[src/source/rv_trace_pkg.sv]
package rv_trace_pkg;

    // data, address and instruction widths
    localparam int XLEN = 32;
    localparam int ILEN = 32;

    // addi x0, x0, 0
    localparam logic [ILEN-1:0] NOP_INST = 32'h0000_0013;
    localparam logic [XLEN-1:0] PC_INIT = 32'h0000_0200;

    // rv32i major opcodes
    typedef enum logic [6:0] {
        OPC_LUI      = 7'b0110111,
        OPC_AUIPC    = 7'b0010111,
        OPC_JAL      = 7'b1101111,
        OPC_JALR     = 7'b1100111,
        OPC_BRANCH   = 7'b1100011,
        OPC_LOAD     = 7'b0000011,
        OPC_STORE    = 7'b0100011,
        OPC_OP_IMM   = 7'b0010011,
        OPC_OP       = 7'b0110011,
        OPC_MISC_MEM = 7'b0001111,
        OPC_SYSTEM   = 7'b1110011
    } opcode_t;

    // load widths
    localparam logic [2:0] F3_LB = 3'b000;
    localparam logic [2:0] F3_LH = 3'b001;
    localparam logic [2:0] F3_LW = 3'b010;
    localparam logic [2:0] F3_LBU = 3'b100;
    localparam logic [2:0] F3_LHU = 3'b101;

    // store widths
    localparam logic [2:0] F3_SB = 3'b000;
    localparam logic [2:0] F3_SH = 3'b001;
    localparam logic [2:0] F3_SW = 3'b010;

    // branch conditions, 010 and 011 are reserved
    localparam logic [2:0] F3_BEQ = 3'b000;
    localparam logic [2:0] F3_BNE = 3'b001;
    localparam logic [2:0] F3_BLT = 3'b100;
    localparam logic [2:0] F3_BGE = 3'b101;
    localparam logic [2:0] F3_BLTU = 3'b110;
    localparam logic [2:0] F3_BGEU = 3'b111;

    // misc-mem
    localparam logic [2:0] F3_FENCE = 3'b000;
    localparam logic [2:0] F3_FENCE_I = 3'b001;

    // op / op-imm codes that constrain funct7
    localparam logic [2:0] F3_ADD = 3'b000;
    localparam logic [2:0] F3_SLL = 3'b001;
    localparam logic [2:0] F3_SR = 3'b101;

    // funct7 for the base op and for sub/sra/srai
    localparam logic [6:0] FUNCT7_BASE = 7'b0000000;
    localparam logic [6:0] FUNCT7_ALT = 7'b0100000;

    // one instruction word seen through the i, j and u formats
    typedef union packed {
        struct packed {
            logic [11:0] imm12;
            logic [4:0]  rs1;
            logic [2:0]  funct3;
            logic [4:0]  rd;
            logic [6:0]  opcode;
        } i;
        struct packed {
            logic        imm20;
            logic [9:0]  imm10_1;
            logic        imm11;
            logic [7:0]  imm19_12;
            logic [4:0]  rd;
            logic [6:0]  opcode;
        } j;
        struct packed {
            logic [19:0] uimm20;
            logic [4:0]  rd;
            logic [6:0]  opcode;
        } u;
    } rv_word_u;

endpackage

[src/source/fetch_capture.sv]
`timescale 1ns/1ps

module fetch_capture (
    input  logic                             clk,
    input  logic                             rst,
    input  logic                             fetch_valid_i,
    input  logic [rv_trace_pkg::ILEN-1:0]    fetch_inst_i,
    input  logic [rv_trace_pkg::XLEN-1:0]    fetch_pc_i,
    input  logic                             stall_i,
    input  logic                             flush_i,
    output logic [rv_trace_pkg::ILEN-1:0]    inst_o,
    output logic [rv_trace_pkg::XLEN-1:0]    pc_o,
    output logic                             legal_o,
    output logic                             bubble_o
);

    rv_trace_pkg::rv_word_u word;
    logic [6:0] funct7;
    logic [2:0] funct3;
    logic       fence_ok;
    logic       fence_i_ok;
    logic       system_ok;
    logic       legal;

    assign word = fetch_inst_i;
    assign funct7 = fetch_inst_i[31:25];
    assign funct3 = word.i.funct3;

    // fence: fm must be zero, pred/succ free, rs1 and rd zero
    assign fence_ok = (fetch_inst_i[31:28] == 4'b0000) &&
                      (word.i.rs1 == 5'd0) &&
                      (funct3 == rv_trace_pkg::F3_FENCE) &&
                      (word.i.rd == 5'd0);

    // fence.i: whole immediate zero
    assign fence_i_ok = (word.i.imm12 == 12'd0) &&
                        (word.i.rs1 == 5'd0) &&
                        (funct3 == rv_trace_pkg::F3_FENCE_I) &&
                        (word.i.rd == 5'd0);

    // ecall or ebreak, only imm bit 0 may differ
    assign system_ok = (word.i.imm12[11:1] == 11'd0) && (fetch_inst_i[19:7] == 13'd0);

    always_comb begin
        legal = 1'b0;
        case (word.i.opcode)
            rv_trace_pkg::OPC_LUI,
            rv_trace_pkg::OPC_AUIPC: begin
                legal = 1'b1;
            end
            rv_trace_pkg::OPC_JAL: begin
                // target must stay word aligned
                legal = (word.j.imm10_1[0] == 1'b0);
            end
            rv_trace_pkg::OPC_JALR: begin
                legal = (funct3 == 3'b000) && (word.i.imm12[1:0] == 2'b00);
            end
            rv_trace_pkg::OPC_BRANCH: begin
                // inst[8] is imm bit 1 of the b-type offset
                legal = (funct3 inside {rv_trace_pkg::F3_BEQ, rv_trace_pkg::F3_BNE,
                                        rv_trace_pkg::F3_BLT, rv_trace_pkg::F3_BGE,
                                        rv_trace_pkg::F3_BLTU, rv_trace_pkg::F3_BGEU}) &&
                        !fetch_inst_i[8];
            end
            rv_trace_pkg::OPC_LOAD: begin
                legal = funct3 inside {rv_trace_pkg::F3_LB, rv_trace_pkg::F3_LH,
                                       rv_trace_pkg::F3_LW, rv_trace_pkg::F3_LBU,
                                       rv_trace_pkg::F3_LHU};
            end
            rv_trace_pkg::OPC_STORE: begin
                legal = funct3 inside {rv_trace_pkg::F3_SB, rv_trace_pkg::F3_SH,
                                       rv_trace_pkg::F3_SW};
            end
            rv_trace_pkg::OPC_OP_IMM: begin
                // only the shifts constrain the upper immediate
                if (funct3 == rv_trace_pkg::F3_SLL) begin
                    legal = (funct7 == rv_trace_pkg::FUNCT7_BASE);
                end else if (funct3 == rv_trace_pkg::F3_SR) begin
                    legal = (funct7 == rv_trace_pkg::FUNCT7_BASE) ||
                            (funct7 == rv_trace_pkg::FUNCT7_ALT);
                end else begin
                    legal = 1'b1;
                end
            end
            rv_trace_pkg::OPC_OP: begin
                // alt funct7 only for sub and sra
                legal = (funct7 == rv_trace_pkg::FUNCT7_BASE) ||
                        ((funct7 == rv_trace_pkg::FUNCT7_ALT) &&
                         ((funct3 == rv_trace_pkg::F3_ADD) || (funct3 == rv_trace_pkg::F3_SR)));
            end
            rv_trace_pkg::OPC_MISC_MEM: begin
                legal = fence_ok || fence_i_ok;
            end
            rv_trace_pkg::OPC_SYSTEM: begin
                legal = system_ok;
            end
            default: begin
                legal = 1'b0;
            end
        endcase
    end

    // capture register, held while stage 0 is stalled
    always_ff @(posedge clk) begin
        if (rst) begin
            inst_o   <= rv_trace_pkg::NOP_INST;
            pc_o     <= rv_trace_pkg::PC_INIT;
            legal_o  <= 1'b1;
            bubble_o <= 1'b1;
        end else if (flush_i) begin
            bubble_o <= 1'b1;
        end else if (!stall_i) begin
            if (fetch_valid_i) begin
                inst_o  <= fetch_inst_i;
                pc_o    <= fetch_pc_i;
                legal_o <= legal;
            end
            bubble_o <= !fetch_valid_i;
        end
    end

endmodule

[src/source/pipe_stage.sv]
`timescale 1ns/1ps

module pipe_stage (
    input  logic                             clk,
    input  logic                             rst,
    input  logic                             stall_i,
    input  logic                             prev_stall_i,
    input  logic                             flush_i,
    input  logic [rv_trace_pkg::ILEN-1:0]    inst_i,
    input  logic [rv_trace_pkg::XLEN-1:0]    pc_i,
    input  logic                             legal_i,
    input  logic                             bubble_i,
    output logic [rv_trace_pkg::ILEN-1:0]    inst_o,
    output logic [rv_trace_pkg::XLEN-1:0]    pc_o,
    output logic                             legal_o,
    output logic                             bubble_o
);

    logic take_bubble;

    // predecessor held its entry, so this slot must not duplicate it
    assign take_bubble = bubble_i || prev_stall_i;

    always_ff @(posedge clk) begin
        if (rst) begin
            inst_o   <= rv_trace_pkg::NOP_INST;
            pc_o     <= rv_trace_pkg::PC_INIT;
            legal_o  <= 1'b1;
            bubble_o <= 1'b1;
        end else if (flush_i) begin
            // payload is left as is, only the bubble flag matters
            bubble_o <= 1'b1;
        end else if (!stall_i) begin
            inst_o   <= inst_i;
            pc_o     <= pc_i;
            legal_o  <= legal_i;
            bubble_o <= take_bubble;
        end
    end

endmodule

[src/source/retire_check.sv]
`timescale 1ns/1ps

module retire_check (
    input  logic                             clk,
    input  logic                             rst,
    input  logic [rv_trace_pkg::ILEN-1:0]    inst_i,
    input  logic [rv_trace_pkg::XLEN-1:0]    pc_i,
    input  logic                             legal_i,
    input  logic                             bubble_i,
    output logic                             retire_valid_o,
    output logic [rv_trace_pkg::XLEN-1:0]    retire_pc_o,
    output logic [rv_trace_pkg::ILEN-1:0]    retire_inst_o,
    output logic                             retire_illegal_o,
    output logic                             gold_valid_o,
    output logic [rv_trace_pkg::XLEN-1:0]    gold_result_o,
    output logic                             pc_error_o
);

    rv_trace_pkg::rv_word_u word;
    logic                          retiring;
    logic                          is_auipc;
    logic                          is_jal;
    logic                          is_ctrl;
    logic [rv_trace_pkg::XLEN-1:0] pc_plus4;
    logic [rv_trace_pkg::XLEN-1:0] auipc_sum;
    logic [rv_trace_pkg::XLEN-1:0] jal_offset;
    logic [rv_trace_pkg::XLEN-1:0] jal_target;
    logic [rv_trace_pkg::XLEN-1:0] gold_next;

    // next-pc expectation
    logic                          exp_armed;
    logic [rv_trace_pkg::XLEN-1:0] exp_pc;

    assign word = inst_i;
    assign retiring = !bubble_i;

    assign is_auipc = (word.u.opcode == rv_trace_pkg::OPC_AUIPC);
    assign is_jal = (word.j.opcode == rv_trace_pkg::OPC_JAL);
    assign is_ctrl = (word.u.opcode == rv_trace_pkg::OPC_JALR) ||
                     (word.u.opcode == rv_trace_pkg::OPC_BRANCH);

    assign pc_plus4 = pc_i + 32'd4;
    assign auipc_sum = pc_i + {word.u.uimm20, 12'h000};

    // j immediate, reassembled and sign extended
    assign jal_offset = {{11{word.j.imm20}}, word.j.imm20, word.j.imm19_12,
                         word.j.imm11, word.j.imm10_1, 1'b0};
    assign jal_target = pc_i + jal_offset;

    assign gold_next = is_auipc ? auipc_sum : pc_plus4;

    // retire strobe and status flags
    always_ff @(posedge clk) begin
        if (rst) begin
            retire_valid_o   <= 1'b0;
            retire_illegal_o <= 1'b0;
            gold_valid_o     <= 1'b0;
        end else begin
            retire_valid_o   <= retiring;
            retire_illegal_o <= retiring && !legal_i;
            gold_valid_o     <= retiring && legal_i && (is_auipc || is_jal);
        end
    end

    // retire payload
    always_ff @(posedge clk) begin
        retire_pc_o   <= pc_i;
        retire_inst_o <= inst_i;
        gold_result_o <= gold_next;
    end

    // compare against the armed expectation, then re-arm from this one
    always_ff @(posedge clk) begin
        if (rst) begin
            exp_armed  <= 1'b0;
            pc_error_o <= 1'b0;
        end else begin
            pc_error_o <= retiring && exp_armed && (pc_i != exp_pc);
            if (retiring) begin
                // branch and jalr targets depend on register values
                exp_armed <= !is_ctrl;
            end
        end
    end

    always_ff @(posedge clk) begin
        if (retiring) begin
            exp_pc <= is_jal ? jal_target : pc_plus4;
        end
    end

endmodule

[src/source/rv_pipe_tracker.sv]
`timescale 1ns/1ps

module rv_pipe_tracker #(
    parameter int NUM_STAGES = 5
) (
    input  logic                             clk,
    input  logic                             rst,
    input  logic                             fetch_valid_i,
    input  logic [rv_trace_pkg::ILEN-1:0]    fetch_inst_i,
    input  logic [rv_trace_pkg::XLEN-1:0]    fetch_pc_i,
    input  logic [NUM_STAGES-1:0]            stall_i,
    input  logic [NUM_STAGES-1:0]            flush_i,
    output logic                             retire_valid_o,
    output logic [rv_trace_pkg::XLEN-1:0]    retire_pc_o,
    output logic [rv_trace_pkg::ILEN-1:0]    retire_inst_o,
    output logic                             retire_illegal_o,
    output logic                             gold_valid_o,
    output logic [rv_trace_pkg::XLEN-1:0]    gold_result_o,
    output logic                             pc_error_o
);

    // entry 0 is the capture register, entry k+1 is stage k
    logic [rv_trace_pkg::ILEN-1:0] chain_inst   [NUM_STAGES+1];
    logic [rv_trace_pkg::XLEN-1:0] chain_pc     [NUM_STAGES+1];
    logic                          chain_legal  [NUM_STAGES+1];
    logic                          chain_bubble [NUM_STAGES+1];
    logic [NUM_STAGES-1:0]         prev_stall;

    fetch_capture u_capture (
        .clk           (clk),
        .rst           (rst),
        .fetch_valid_i (fetch_valid_i),
        .fetch_inst_i  (fetch_inst_i),
        .fetch_pc_i    (fetch_pc_i),
        .stall_i       (stall_i[0]),
        .flush_i       (flush_i[0]),
        .inst_o        (chain_inst[0]),
        .pc_o          (chain_pc[0]),
        .legal_o       (chain_legal[0]),
        .bubble_o      (chain_bubble[0])
    );

    for (genvar k = 0; k < NUM_STAGES; k++) begin : g_stage
        // stage 0 shares the capture stall
        if (k == 0) begin : g_first
            assign prev_stall[k] = stall_i[0];
        end else begin : g_rest
            assign prev_stall[k] = stall_i[k-1];
        end

        pipe_stage u_stage (
            .clk          (clk),
            .rst          (rst),
            .stall_i      (stall_i[k]),
            .prev_stall_i (prev_stall[k]),
            .flush_i      (flush_i[k]),
            .inst_i       (chain_inst[k]),
            .pc_i         (chain_pc[k]),
            .legal_i      (chain_legal[k]),
            .bubble_i     (chain_bubble[k]),
            .inst_o       (chain_inst[k+1]),
            .pc_o         (chain_pc[k+1]),
            .legal_o      (chain_legal[k+1]),
            .bubble_o     (chain_bubble[k+1])
        );
    end

    retire_check u_retire (
        .clk              (clk),
        .rst              (rst),
        .inst_i           (chain_inst[NUM_STAGES]),
        .pc_i             (chain_pc[NUM_STAGES]),
        .legal_i          (chain_legal[NUM_STAGES]),
        .bubble_i         (chain_bubble[NUM_STAGES]),
        .retire_valid_o   (retire_valid_o),
        .retire_pc_o      (retire_pc_o),
        .retire_inst_o    (retire_inst_o),
        .retire_illegal_o (retire_illegal_o),
        .gold_valid_o     (gold_valid_o),
        .gold_result_o    (gold_result_o),
        .pc_error_o       (pc_error_o)
    );

endmodule

[config.mk]
export PLATFORM = sky130hd
export DESIGN_NAME = rv_pipe_tracker
export DESIGN_NICKNAME = d
export VERILOG_FILES = /design/src/source/rv_trace_pkg.sv /design/src/source/fetch_capture.sv /design/src/source/pipe_stage.sv /design/src/source/retire_check.sv /design/src/source/rv_pipe_tracker.sv
export SDC_FILE = /design/constraint.sdc
export NUM_CORES = 1
export LEC_CHECK = 0
export ABC_AREA = 0
export BUFFER_PORTS_ARGS = -buffer_cell sky130_fd_sc_hd__clkbuf_2
export CAP_MARGIN = 20
export CORE_MARGIN = 1
export CORE_UTILIZATION = 50
export DETAILED_ROUTE_END_ITERATION = 7
export PLACE_DENSITY = 0.66
export SLEW_MARGIN = 20
export SYNTH_ARGS = -nofsm -noshare
export SYNTH_HDL_FRONTEND = slang
export SYNTH_SLANG_ARGS = --single-unit
[constraint.sdc]
create_clock -name clk -period 5.25 [get_ports clk]
set_input_delay 1.05 -clock clk [delete_from_list [all_inputs] [get_ports clk]]
set_output_delay 1.05 -clock clk [all_outputs]
set_load 0.01 [all_outputs]
; After elaboration in Yosys (flattened, before gate mapping)
; Index checks and enable logic that the tools add are counted.
[totals]
romBits = 0
inputBits = 77
ramBits = 0
latch_bits = 0
n_memories = 0
register_bits = 529
[classes]
reduce_logical = 55
shifts = 0
mul = 0
n_addsub = 3
muxes = 5
eq_ne = 23
n_bitwise = 11
div_mod_pow = 0
magnitude_cmp = 0
[op_table]
columns = operator, n
row1 = adder 32 bit, 2
row2 = two-way mux 32 bit, 2
row3 = == test 7 bit (second input constant), 7
row4 = adder 32 x 3 -> 32 bit (second input constant), 1
row5 = != test 32 bit, 1
row6 = == test 7 x 6 -> 1 bit (second input constant), 4
row7 = == test 7 x 5 -> 1 bit (second input constant), 3
row8 = logical AND 1 bit, 15
row9 = logical NOT 13 bit, 1
row10 = == test 3 bit (second input constant), 4
row11 = logical NOT 12 bit, 1
row12 = OR reduction 2 bit, 6
row13 = logical NOT 11 bit, 1
row14 = logical OR 1 bit, 11
row15 = NOT 1 bit, 11
row16 = logical NOT 5 bit, 2
row17 = case mux 1 bit (10 select lines), 1
row18 = AND reduction 2 bit, 5
row19 = == test 7 x 2 -> 1 bit (second input constant), 1
row20 = == test 7 x 4 -> 1 bit (second input constant), 1
row21 = logical NOT 7 bit, 1
row22 = nonzero test 6 bit, 1
row23 = logical NOT 1 bit, 5
row24 = nonzero test 5 bit, 1
row25 = 8 further kinds, 9

; Depth between registers and ports, before layout
; Gate-level depths: netlist (run 1).
[depth]
ltp_word = 6
depth_mapped = 11

; Cells and area by module
; A second synthesis (run 1) with hierarchy kept.
[unflattened]
cells_unflattened = 2514
area_unflattened_um2 = 23117.2
[by_module_without_submodules]
columns = mod, cells_each, seq_area_each_um2, area_each_um2, instances
row1 = pipe_stage, 296, 1321.3, 2762.6, 5
row2 = retire_check, 709, 2942.8, 6802.8, 1
row3 = fetch_capture, 325, 1321.3, 2501.1, 1

; Worst setup path before layout (run 1)
; OpenSTA, ideal clock, no wires.
[synth_timing]
path_type = reg-to-reg
startpoint = register g_stage[4].u_stage.pc_o[1] (netlist bit)
endpoint = register u_retire.exp_pc[29] (netlist bit) (data pin)
path_buffers = 0
path_stages_with_launch = 12
required_time_ps = 4992
setup_time_ps = 258
arrival_time_ps = 2361
path_slack_ps = 2631
path_cell_list = dfxtp_1 ha_1 inv_1 fa_1 nand2b_1 a21oi_1 nor4_1 o31ai_1 nand3_1 o21ai_1 mux2i_1 nor3_1
[synth_via]
elab_chain_len = 2
word_cells_on_any_way = 3
cone_classes = add/sub (2) / mux (1)
[synth_lines]
columns = element, line
row1 = "start, declared", pipe_stage.sv:14  ; output logic [rv_trace_pkg::XLEN-1:0] pc_o,
row2 = "start signal, assigned", pipe_stage.sv:27  ; pc_o <= rv_trace_pkg::PC_INIT;
row3 = "start signal, assigned", pipe_stage.sv:35  ; pc_o <= pc_i;
row4 = adder 32 x 3 -> 32 bit / adder 32 bit (equally long branches), "retire_check.sv:42, retire_check.sv:48"
row5 = two-way mux 32 bit (*), retire_check.sv:88  ; exp_pc <= is_jal ? jal_target : pc_plus4;
row6 = "end signal, assigned", retire_check.sv:88
row7 = "end, declared", retire_check.sv:32  ; logic [rv_trace_pkg::XLEN-1:0] exp_pc;
; Mark *: on every way between the ends. The rest lies on a longest branch, timed or not.
; A chain may end at the register's enable or synchronous reset.

; Final worst setup path (run 1)
[layout_timing]
startpoint = register g_stage[4].u_stage.pc_o[8] (netlist bit)
endpoint = register u_retire.exp_pc[23] (netlist bit) (data pin)
; Same word-level chain as after synthesis.

==> results of run 1 <==
routing by layer:
metal	share of wire, %	track usage (%)	routed length [um]	vias to the layer above
met4	3.4	9.815	1897	0
li1	-	-	-	8501
met5	0	0	0	-
met1	48	38.99	26530	7698
met2	43	39.77	23850	515
met3	5.8	3.263	3197	94
report_power, final:
group / switching, mW / total, mW / leakage, nW / internal [mW]
logic: 0.193 / 0.261 / 3.69 / 0.0687
clock network: 1.56 / 3.78 / 0.869 / 2.22
registers: 0.0226 / 4.09 / 4.23 / 4.07
total: 1.78 / 8.14 / 8.79 / 6.36
worst max-delay path: cells and delay by family, from the launching register on:
family          cells  cell delay (ns)
flops               1             0.53
fa+ha+maj           1             0.37
xor+xnor            1             0.16
simple gates        2             0.78
mux                 1             0.08
compound gates      4             0.93
cell usage after synthesis (12+ instances only):
master	number
nor2_1	78
edfxtp_1	32
nand4_1	19
clkbuf_1	123
nand3b_1	32
nand2_1	843
ha_1	42
xnor2_1	74
nor3_1	22
a21oi_1	437
nand3_1	17
xor2_1	39
nor4_1	12
inv_1	16
a21o_1	16
mux2i_1	12
dfxtp_1	495
o21ai_0	28
buf_1	32
metrics by stage:
stage	utilization (%)	setup slack, ns	hold slack (ns)
after floorplan	-	2.631	0.3306
after global placement	53.46	2.293	0.3357
after detailed placement	53.47	2.191	0.3380
after CTS	57.76	2.183	0.3516
after global routing	57.76	1.903	0.3577
final	57.76	2.121	0.3503
layout make-up:
| type | instances | area, um2 | area share (%) |
|---|---|---|---|
| clock buffer | 80 | 1579 | 6.695 |
| timing repair buffer | 194 | 1039 | 4.403 |
| clock inverter | 17 | 172.7 | 0.7321 |
| inverter | 16 | 60.06 | 0.2547 |
| sequential | 527 | 10870 | 46.09 |
| tap | 532 | 665.6 | 2.822 |
| multi-input combinational | 1797 | 9198 | 39.00 |
cells by family after synthesis:
family | count (synthesis) | share of synthesized area (%)
and+or+nand+nor | 1084 | 21.91
AOI/OAI and AO/OA | 544 | 14.13
DFF | 527 | 52.49
buffers and inverters | 180 | 3.371
xor gates and xnor gates | 113 | 4.779
adders and majority gates | 44 | 2.731
muxes | 12 | 0.5800
path summary, 6_finish.rpt:
| path | start | endpoint | slack, ns |
|---|---|---|---|
| max | g_stage[4].u_stage.pc_o[8] | u_retire.exp_pc[23] | 2.12 |
| min | g_stage[4].u_stage.inst_o[9] | u_retire.retire_inst_o[9] | 0.35 |
| max reg2reg | g_stage[4].u_stage.pc_o[8] | u_retire.exp_pc[23] | 2.12 |
| min reg2reg | g_stage[4].u_stage.inst_o[9] | u_retire.retire_inst_o[9] | 0.35 |
sequential cells by signal (all words and copies together), names as in the netlist, 30 cells and up:
name	flops
u_capture.pc_o	32
g_stage.u_stage.inst_o	160
u_capture.inst_o	32
g_stage.u_stage.pc_o	160
u_retire.exp_pc	32
u_retire.retire_pc_o	32
u_retire.retire_inst_o	32
u_retire.gold_result_o	30
==> results.txt, run 1 <==
number of flops mapped to enable cells by yosys: 32
Setup-failing EPs final: 0
max cap viols: 0
PwrDens: 345.1 nW/um2
fraction of layout cells with a size suffix above 1: 11.59%
Crit. End Element: flip-flop
DR vias/cell: 5.314
syn nets: 2,625
Worst Skew: 0.02560 ns
Inst Count DP: 3,066
Die Wd: 205.5 um
cts bufs inserted: 52
CTS tree: done
post_cts resized: 0
ant diodes: 0
WL/cell: 17.54 um
Register-to-Register Path Depth: 9
Arrival @ worst endpoint: 3.45 ns
deepest clock path buffer count: 3
VDD IR max: 229.9 uV
vias in the first global route: 15,410
drt pass-1 iters: 5
row cnt: 74
Initial Utilization: 50.72%
CP max FO: 9
slew margin rel.: 33.73%
post-synthesis cell area: 20,710 um2
Lkg Pwr: 8.789 nW
initial antenna violation count: 1
Setup crit start kind: flip-flop
Hold Path Depth: 0
port buffer count: 176
max frequency: 0.3196 GHz
Final Slew Violations: 0
CP max-delay cell: dfxtp_1
Vias: 16,810
gpl congestion: 0.9521
period utilization: 59.61%
DRT Wirelength: 55,480 um
Main synth FF type: dfxtp_1
yosys warns: 0
Area Overhead vs Synth: 13.88%
Layout Cells excl Fill: 3,163
post-route setup TNS: 0 ns
Synth area leaders: dfxtp_1, nand2_1, a21oi_1
CP Cell Sequence: ha_1 > a211oi_1 > o21bai_1 > nor4_1 > or2_2 > o2bb2ai_1 > a21boi_0 > xor2_1 > mux2i_1
die footprint: 42,230 um2
Synth Register Bits: 527
commonest cells after routing, fill and taps aside: nand2_1, dfxtp_1, a21oi_1, clkbuf_2, xnor2_1
gr usage total: 26.58%
worst slew pin tran: 0.9941 ns
Final Cell Area: 23,580 um2
Tmin final: 3.129 ns
Hold Violations, Final: 0
status: complete, no violations
most common cell after layout, fill and taps aside: nand2_1
hold buffers post-CTS: 0
fill count: 3,839
GRT overflow: 0
Synth async-reset ratio: 0%
worst skew pair latency: 0.61 ns
Post-DP Area: 21,830 um2
Die Y: 205.5 um
cells after synthesis: 2,504
Post-CTS Setup Repair Bufs: 0
DRC Markers: 0
Seq/Total Area, Yosys: 52.49%
first-pass GRT wire length: 87,910 um
Core ar.: 40,830 um2
Mapped Avg Cell Area: 8.270 um2
I/O Pins: 177
1st-iter DRT viols: 1,189
Final #Nets: 2,709
clock net sink count: 527
Antenna Nets Post-Route: 0
DP HPWL: 38,980 um
type of the worst setup path: flip-flop to flip-flop
Critical Path RT: 5.57 ns
RSZ-0062 raised after global routing: false
Clock Tree Root: clkbuf_16
Tot Pwr: 8.138 mW
Yosys top cell by area: dfxtp_1
unique cell type count in the Yosys netlist: 60
largest net degree at the start of global routing: 169
Reg clk slew, reported paths: 0.06 ns
slowest stage delay, CP: 0.53 ns
H-tree depth: 2
min-delay worst type: flip-flop to flip-flop
area share of the largest cell type after synthesis: 47.85%
(Power assumes the default switching activity.)
==> run 2, diff against run 1 <==
--- a/config.mk
+++ b/config.mk
@@ -5,13 +5,13 @@
 export SDC_FILE = /design/constraint.sdc
 export NUM_CORES = 1
 export LEC_CHECK = 0
-export ABC_AREA = 0
+export ABC_AREA = 1
 export BUFFER_PORTS_ARGS = -buffer_cell sky130_fd_sc_hd__clkbuf_2
 export CAP_MARGIN = 20
 export CORE_MARGIN = 1
 export CORE_UTILIZATION = 50
 export DETAILED_ROUTE_END_ITERATION = 7
-export PLACE_DENSITY = 0.66
+export PLACE_DENSITY = 0.68
 export SLEW_MARGIN = 20
 export SYNTH_ARGS = -nofsm -noshare
 export SYNTH_HDL_FRONTEND = slang
==> constraint.sdc (replaced) <==
create_clock -name clk -period 2.8 [get_ports clk]
set_input_delay 0.56 -clock clk [delete_from_list [all_inputs] [get_ports clk]]
set_output_delay 0.56 -clock clk [all_outputs]
set_load 0.01 [all_outputs]
==> run 2 against run 1 <==
Effect of this change:
- power is 110% higher
- register-to-register slack worse by 2.0 ns
- combinational power grew to 6.4 times the previous value
- highest routed layer unchanged
- cell count rose by 17%
- via count increased by 17%
==> results.txt, run 2 <==
post-synthesis cell area: 21,770 um2
largest net degree at the start of global routing: 83
Lkg Pwr: 12.00 nW
Synth area leaders: dfxtp_1, nor2_1, o21ai_0
Seq/Total Area, Yosys: 49.93%
cells after synthesis: 2,917
Final #Nets: 3,199
VDD IR max: 714.2 uV
Worst Skew: 0.02396 ns
I/O Pins: 177
most common cell after layout, fill and taps aside: nor2_1
Main synth FF type: dfxtp_1
number of flops mapped to enable cells by yosys: 32
1st-iter DRT viols: 1,687
Hold Violations, Final: 0
CP max FO: 6
die footprint: 44,380 um2
DR vias/cell: 5.318
Post-CTS Setup Repair Bufs: 0
Yosys top cell by area: dfxtp_1
initial antenna violation count: 0
met1 Track Usage GR: 45.15%
Tmin final: 2.647 ns
Final Slew Violations: 0
slowest stage delay, CP: 0.50 ns
commonest cells after routing, fill and taps aside: nor2_1, dfxtp_1, nand2_1, o21ai_0, inv_1
worst slew pin tran: 0.8167 ns
Vias: 19,710
PwrDens: 674.7 nW/um2
worst skew pair latency: 0.61 ns
Critical Path RT: 3.27 ns
DRT Wirelength: 68,630 um
Reg clk slew, reported paths: 0.06 ns
fraction of layout cells with a size suffix above 1: 12.76%
commonest cells in the synthesized netlist: nor2_1, dfxtp_1, nand2_1
most numerous cell in the Yosys netlist: nor2_1
Crit. End Element: flip-flop
DRC Markers: 0
GRT overflow: 0
deepest clock path buffer count: 3
Clock Tree Root: clkbuf_16
Hold Startpoint: fetch_valid_i
CTS tree: done
Die Y: 210.7 um
worst r2r src: g_stage[4].u_stage.pc_o[17]
unique cell type count in the Yosys netlist: 41
ant diodes: 0
port buffer count: 176
RSZ-0062 raised after global routing: false
status: complete, no violations
area share of the largest cell type after synthesis: 45.52%
CP Cell Sequence: buf_4 > nand2_1 > nor2_1 > nand2_1 > nor3_1 > buf_4 > xor2_1 > nand2_1 > nand2_1
WL/cell: 18.52 um
Antenna Nets Post-Route: 0
utilization after layout: 58.57%
Core ar.: 42,980 um2
Worst setup startpoint: g_stage[4].u_stage.pc_o[17]
Arrival @ worst endpoint: 3.12 ns
period utilization: 94.53%
Place WS: 0.05151 ns
Synth async-reset ratio: 0%
hold buffers post-CTS: 0
gpl congestion: 0.9999
Initial Utilization: 50.65%
cts bufs inserted: 52
drt pass-1 iters: 7
setup ws final: 0.1532 ns
Setup-failing EPs final: 0
row cnt: 76
H-tree depth: 2
Die Wd: 210.7 um
type of the worst setup path: flip-flop to flip-flop
min-delay worst type: primary input to flip-flop
most numerous cell on the critical path: nand2_1
met3 GRT Util: 4.044%
gr usage total: 31.12%
slew margin rel.: 44.98%
max cap viols: 0
post-route setup TNS: 0 ns
Most Crowded Layer GR: met2
Area Overhead vs Synth: 15.63%
Synth Register Bits: 527
Setup crit start kind: flip-flop
largest registers: g_stage.u_stage.inst_o x160, g_stage.u_stage.pc_o x160
Mapped Avg Cell Area: 7.463 um2
max frequency: 0.3778 GHz
clock net sink count: 527
DP HPWL: 50,600 um
met2 Track Usage GR: 46.48%
syn nets: 3,038
first-pass GRT wire length: 106,400 um
CP max-delay cell: dfxtp_1
yosys warns: 0
vias in the first global route: 18,340
==> run 2: changes by cell type after synthesis, sizes merged, moves of 13 or more <==
cell / change
nand2: -380
nand3b: -24
clkbuf: -22
nand3: +94
inv: +185
xnor2: -39
a21oi: -347
nor2: +679
o21ai: +383
xor2: -13
a21o: -14
==> run 2: layout make-up <==
type,instances,area (um2)
Multi-Input combinational cell,2047,9605
Timing Repair Buffer,248,1459
Sequential cell,527,10870
Fill cell,4111,17810
Clock buffer,83,1652
Tap cell,585,732.0
Inverter,202,765.7
Clock inverter,13,88.84
==> run 2: worst paths after layout <==
| path | end | slack [ns] | cells past startpoint |
|---|---|---|---|
| max | u_retire.exp_pc[19] | 0.15 | 9 |
| max reg2reg | u_retire.exp_pc[19] | 0.15 | 9 |
| min | u_capture.bubble_o | 0.18 | 2 |
| min reg2reg | u_retire.retire_inst_o[11] | 0.35 | 0 |
==> run 2: critical path: cells and delay by family (launching register included) <==
| kind | cells | cell delay [ns] |
|---|---|---|
| xor gates and xnor gates | 1 | 0.25 |
| and+or+nand+nor | 6 | 1.35 |
| DFF | 1 | 0.50 |
| buffers and inverters | 2 | 0.41 |
==> run 2: power by group <==
group,switching [mW],total [mW],leakage [nW],internal (mW)
Sequential,0.289,8.31,4.36,8.02
Combinational,1.11,1.67,6.76,0.565
Clock,2.95,7.00,0.871,4.05
==> run 2: per-stage QoR <==
step	cell area [um2]	hold slack, ns	cells	power [mW]
detailed placement	23430	0.3346	3609	10.11
global route	25170	0.1738	3705	17.66
global placement	23430	0.3350	3609	10.10
CTS	25170	0.1641	3705	17.09
finish	25170	0.1845	3705	16.98
floorplan	21770	0.3259	2917	9.408
==> run 2: cell families (layout without fill, tap and decap cells) <==
family,Yosys count,after routing,share of synthesized area [%]
compound gates,523,523,12.22
xor+xnor,61,61,2.523
fa+ha+maj,44,44,2.598
buf+inv,343,546,6.121
flops,527,527,49.93
mux,1,1,0.04598
simple gates,1418,1418,26.56
==> run 2: layer usage <==
layer  wire length [um]  share of wire (%)
met5                  0                  0
met4               2894                4.2
met3               4459                6.5
met2              29350                 43
met1              31930                 47
==> run 2: repair_timing <==
item                                    in CTS  in global routing
endpoints found under the setup margin       0                  9
hold endpoints to repair                     0                  0
resized for setup                            0                  2
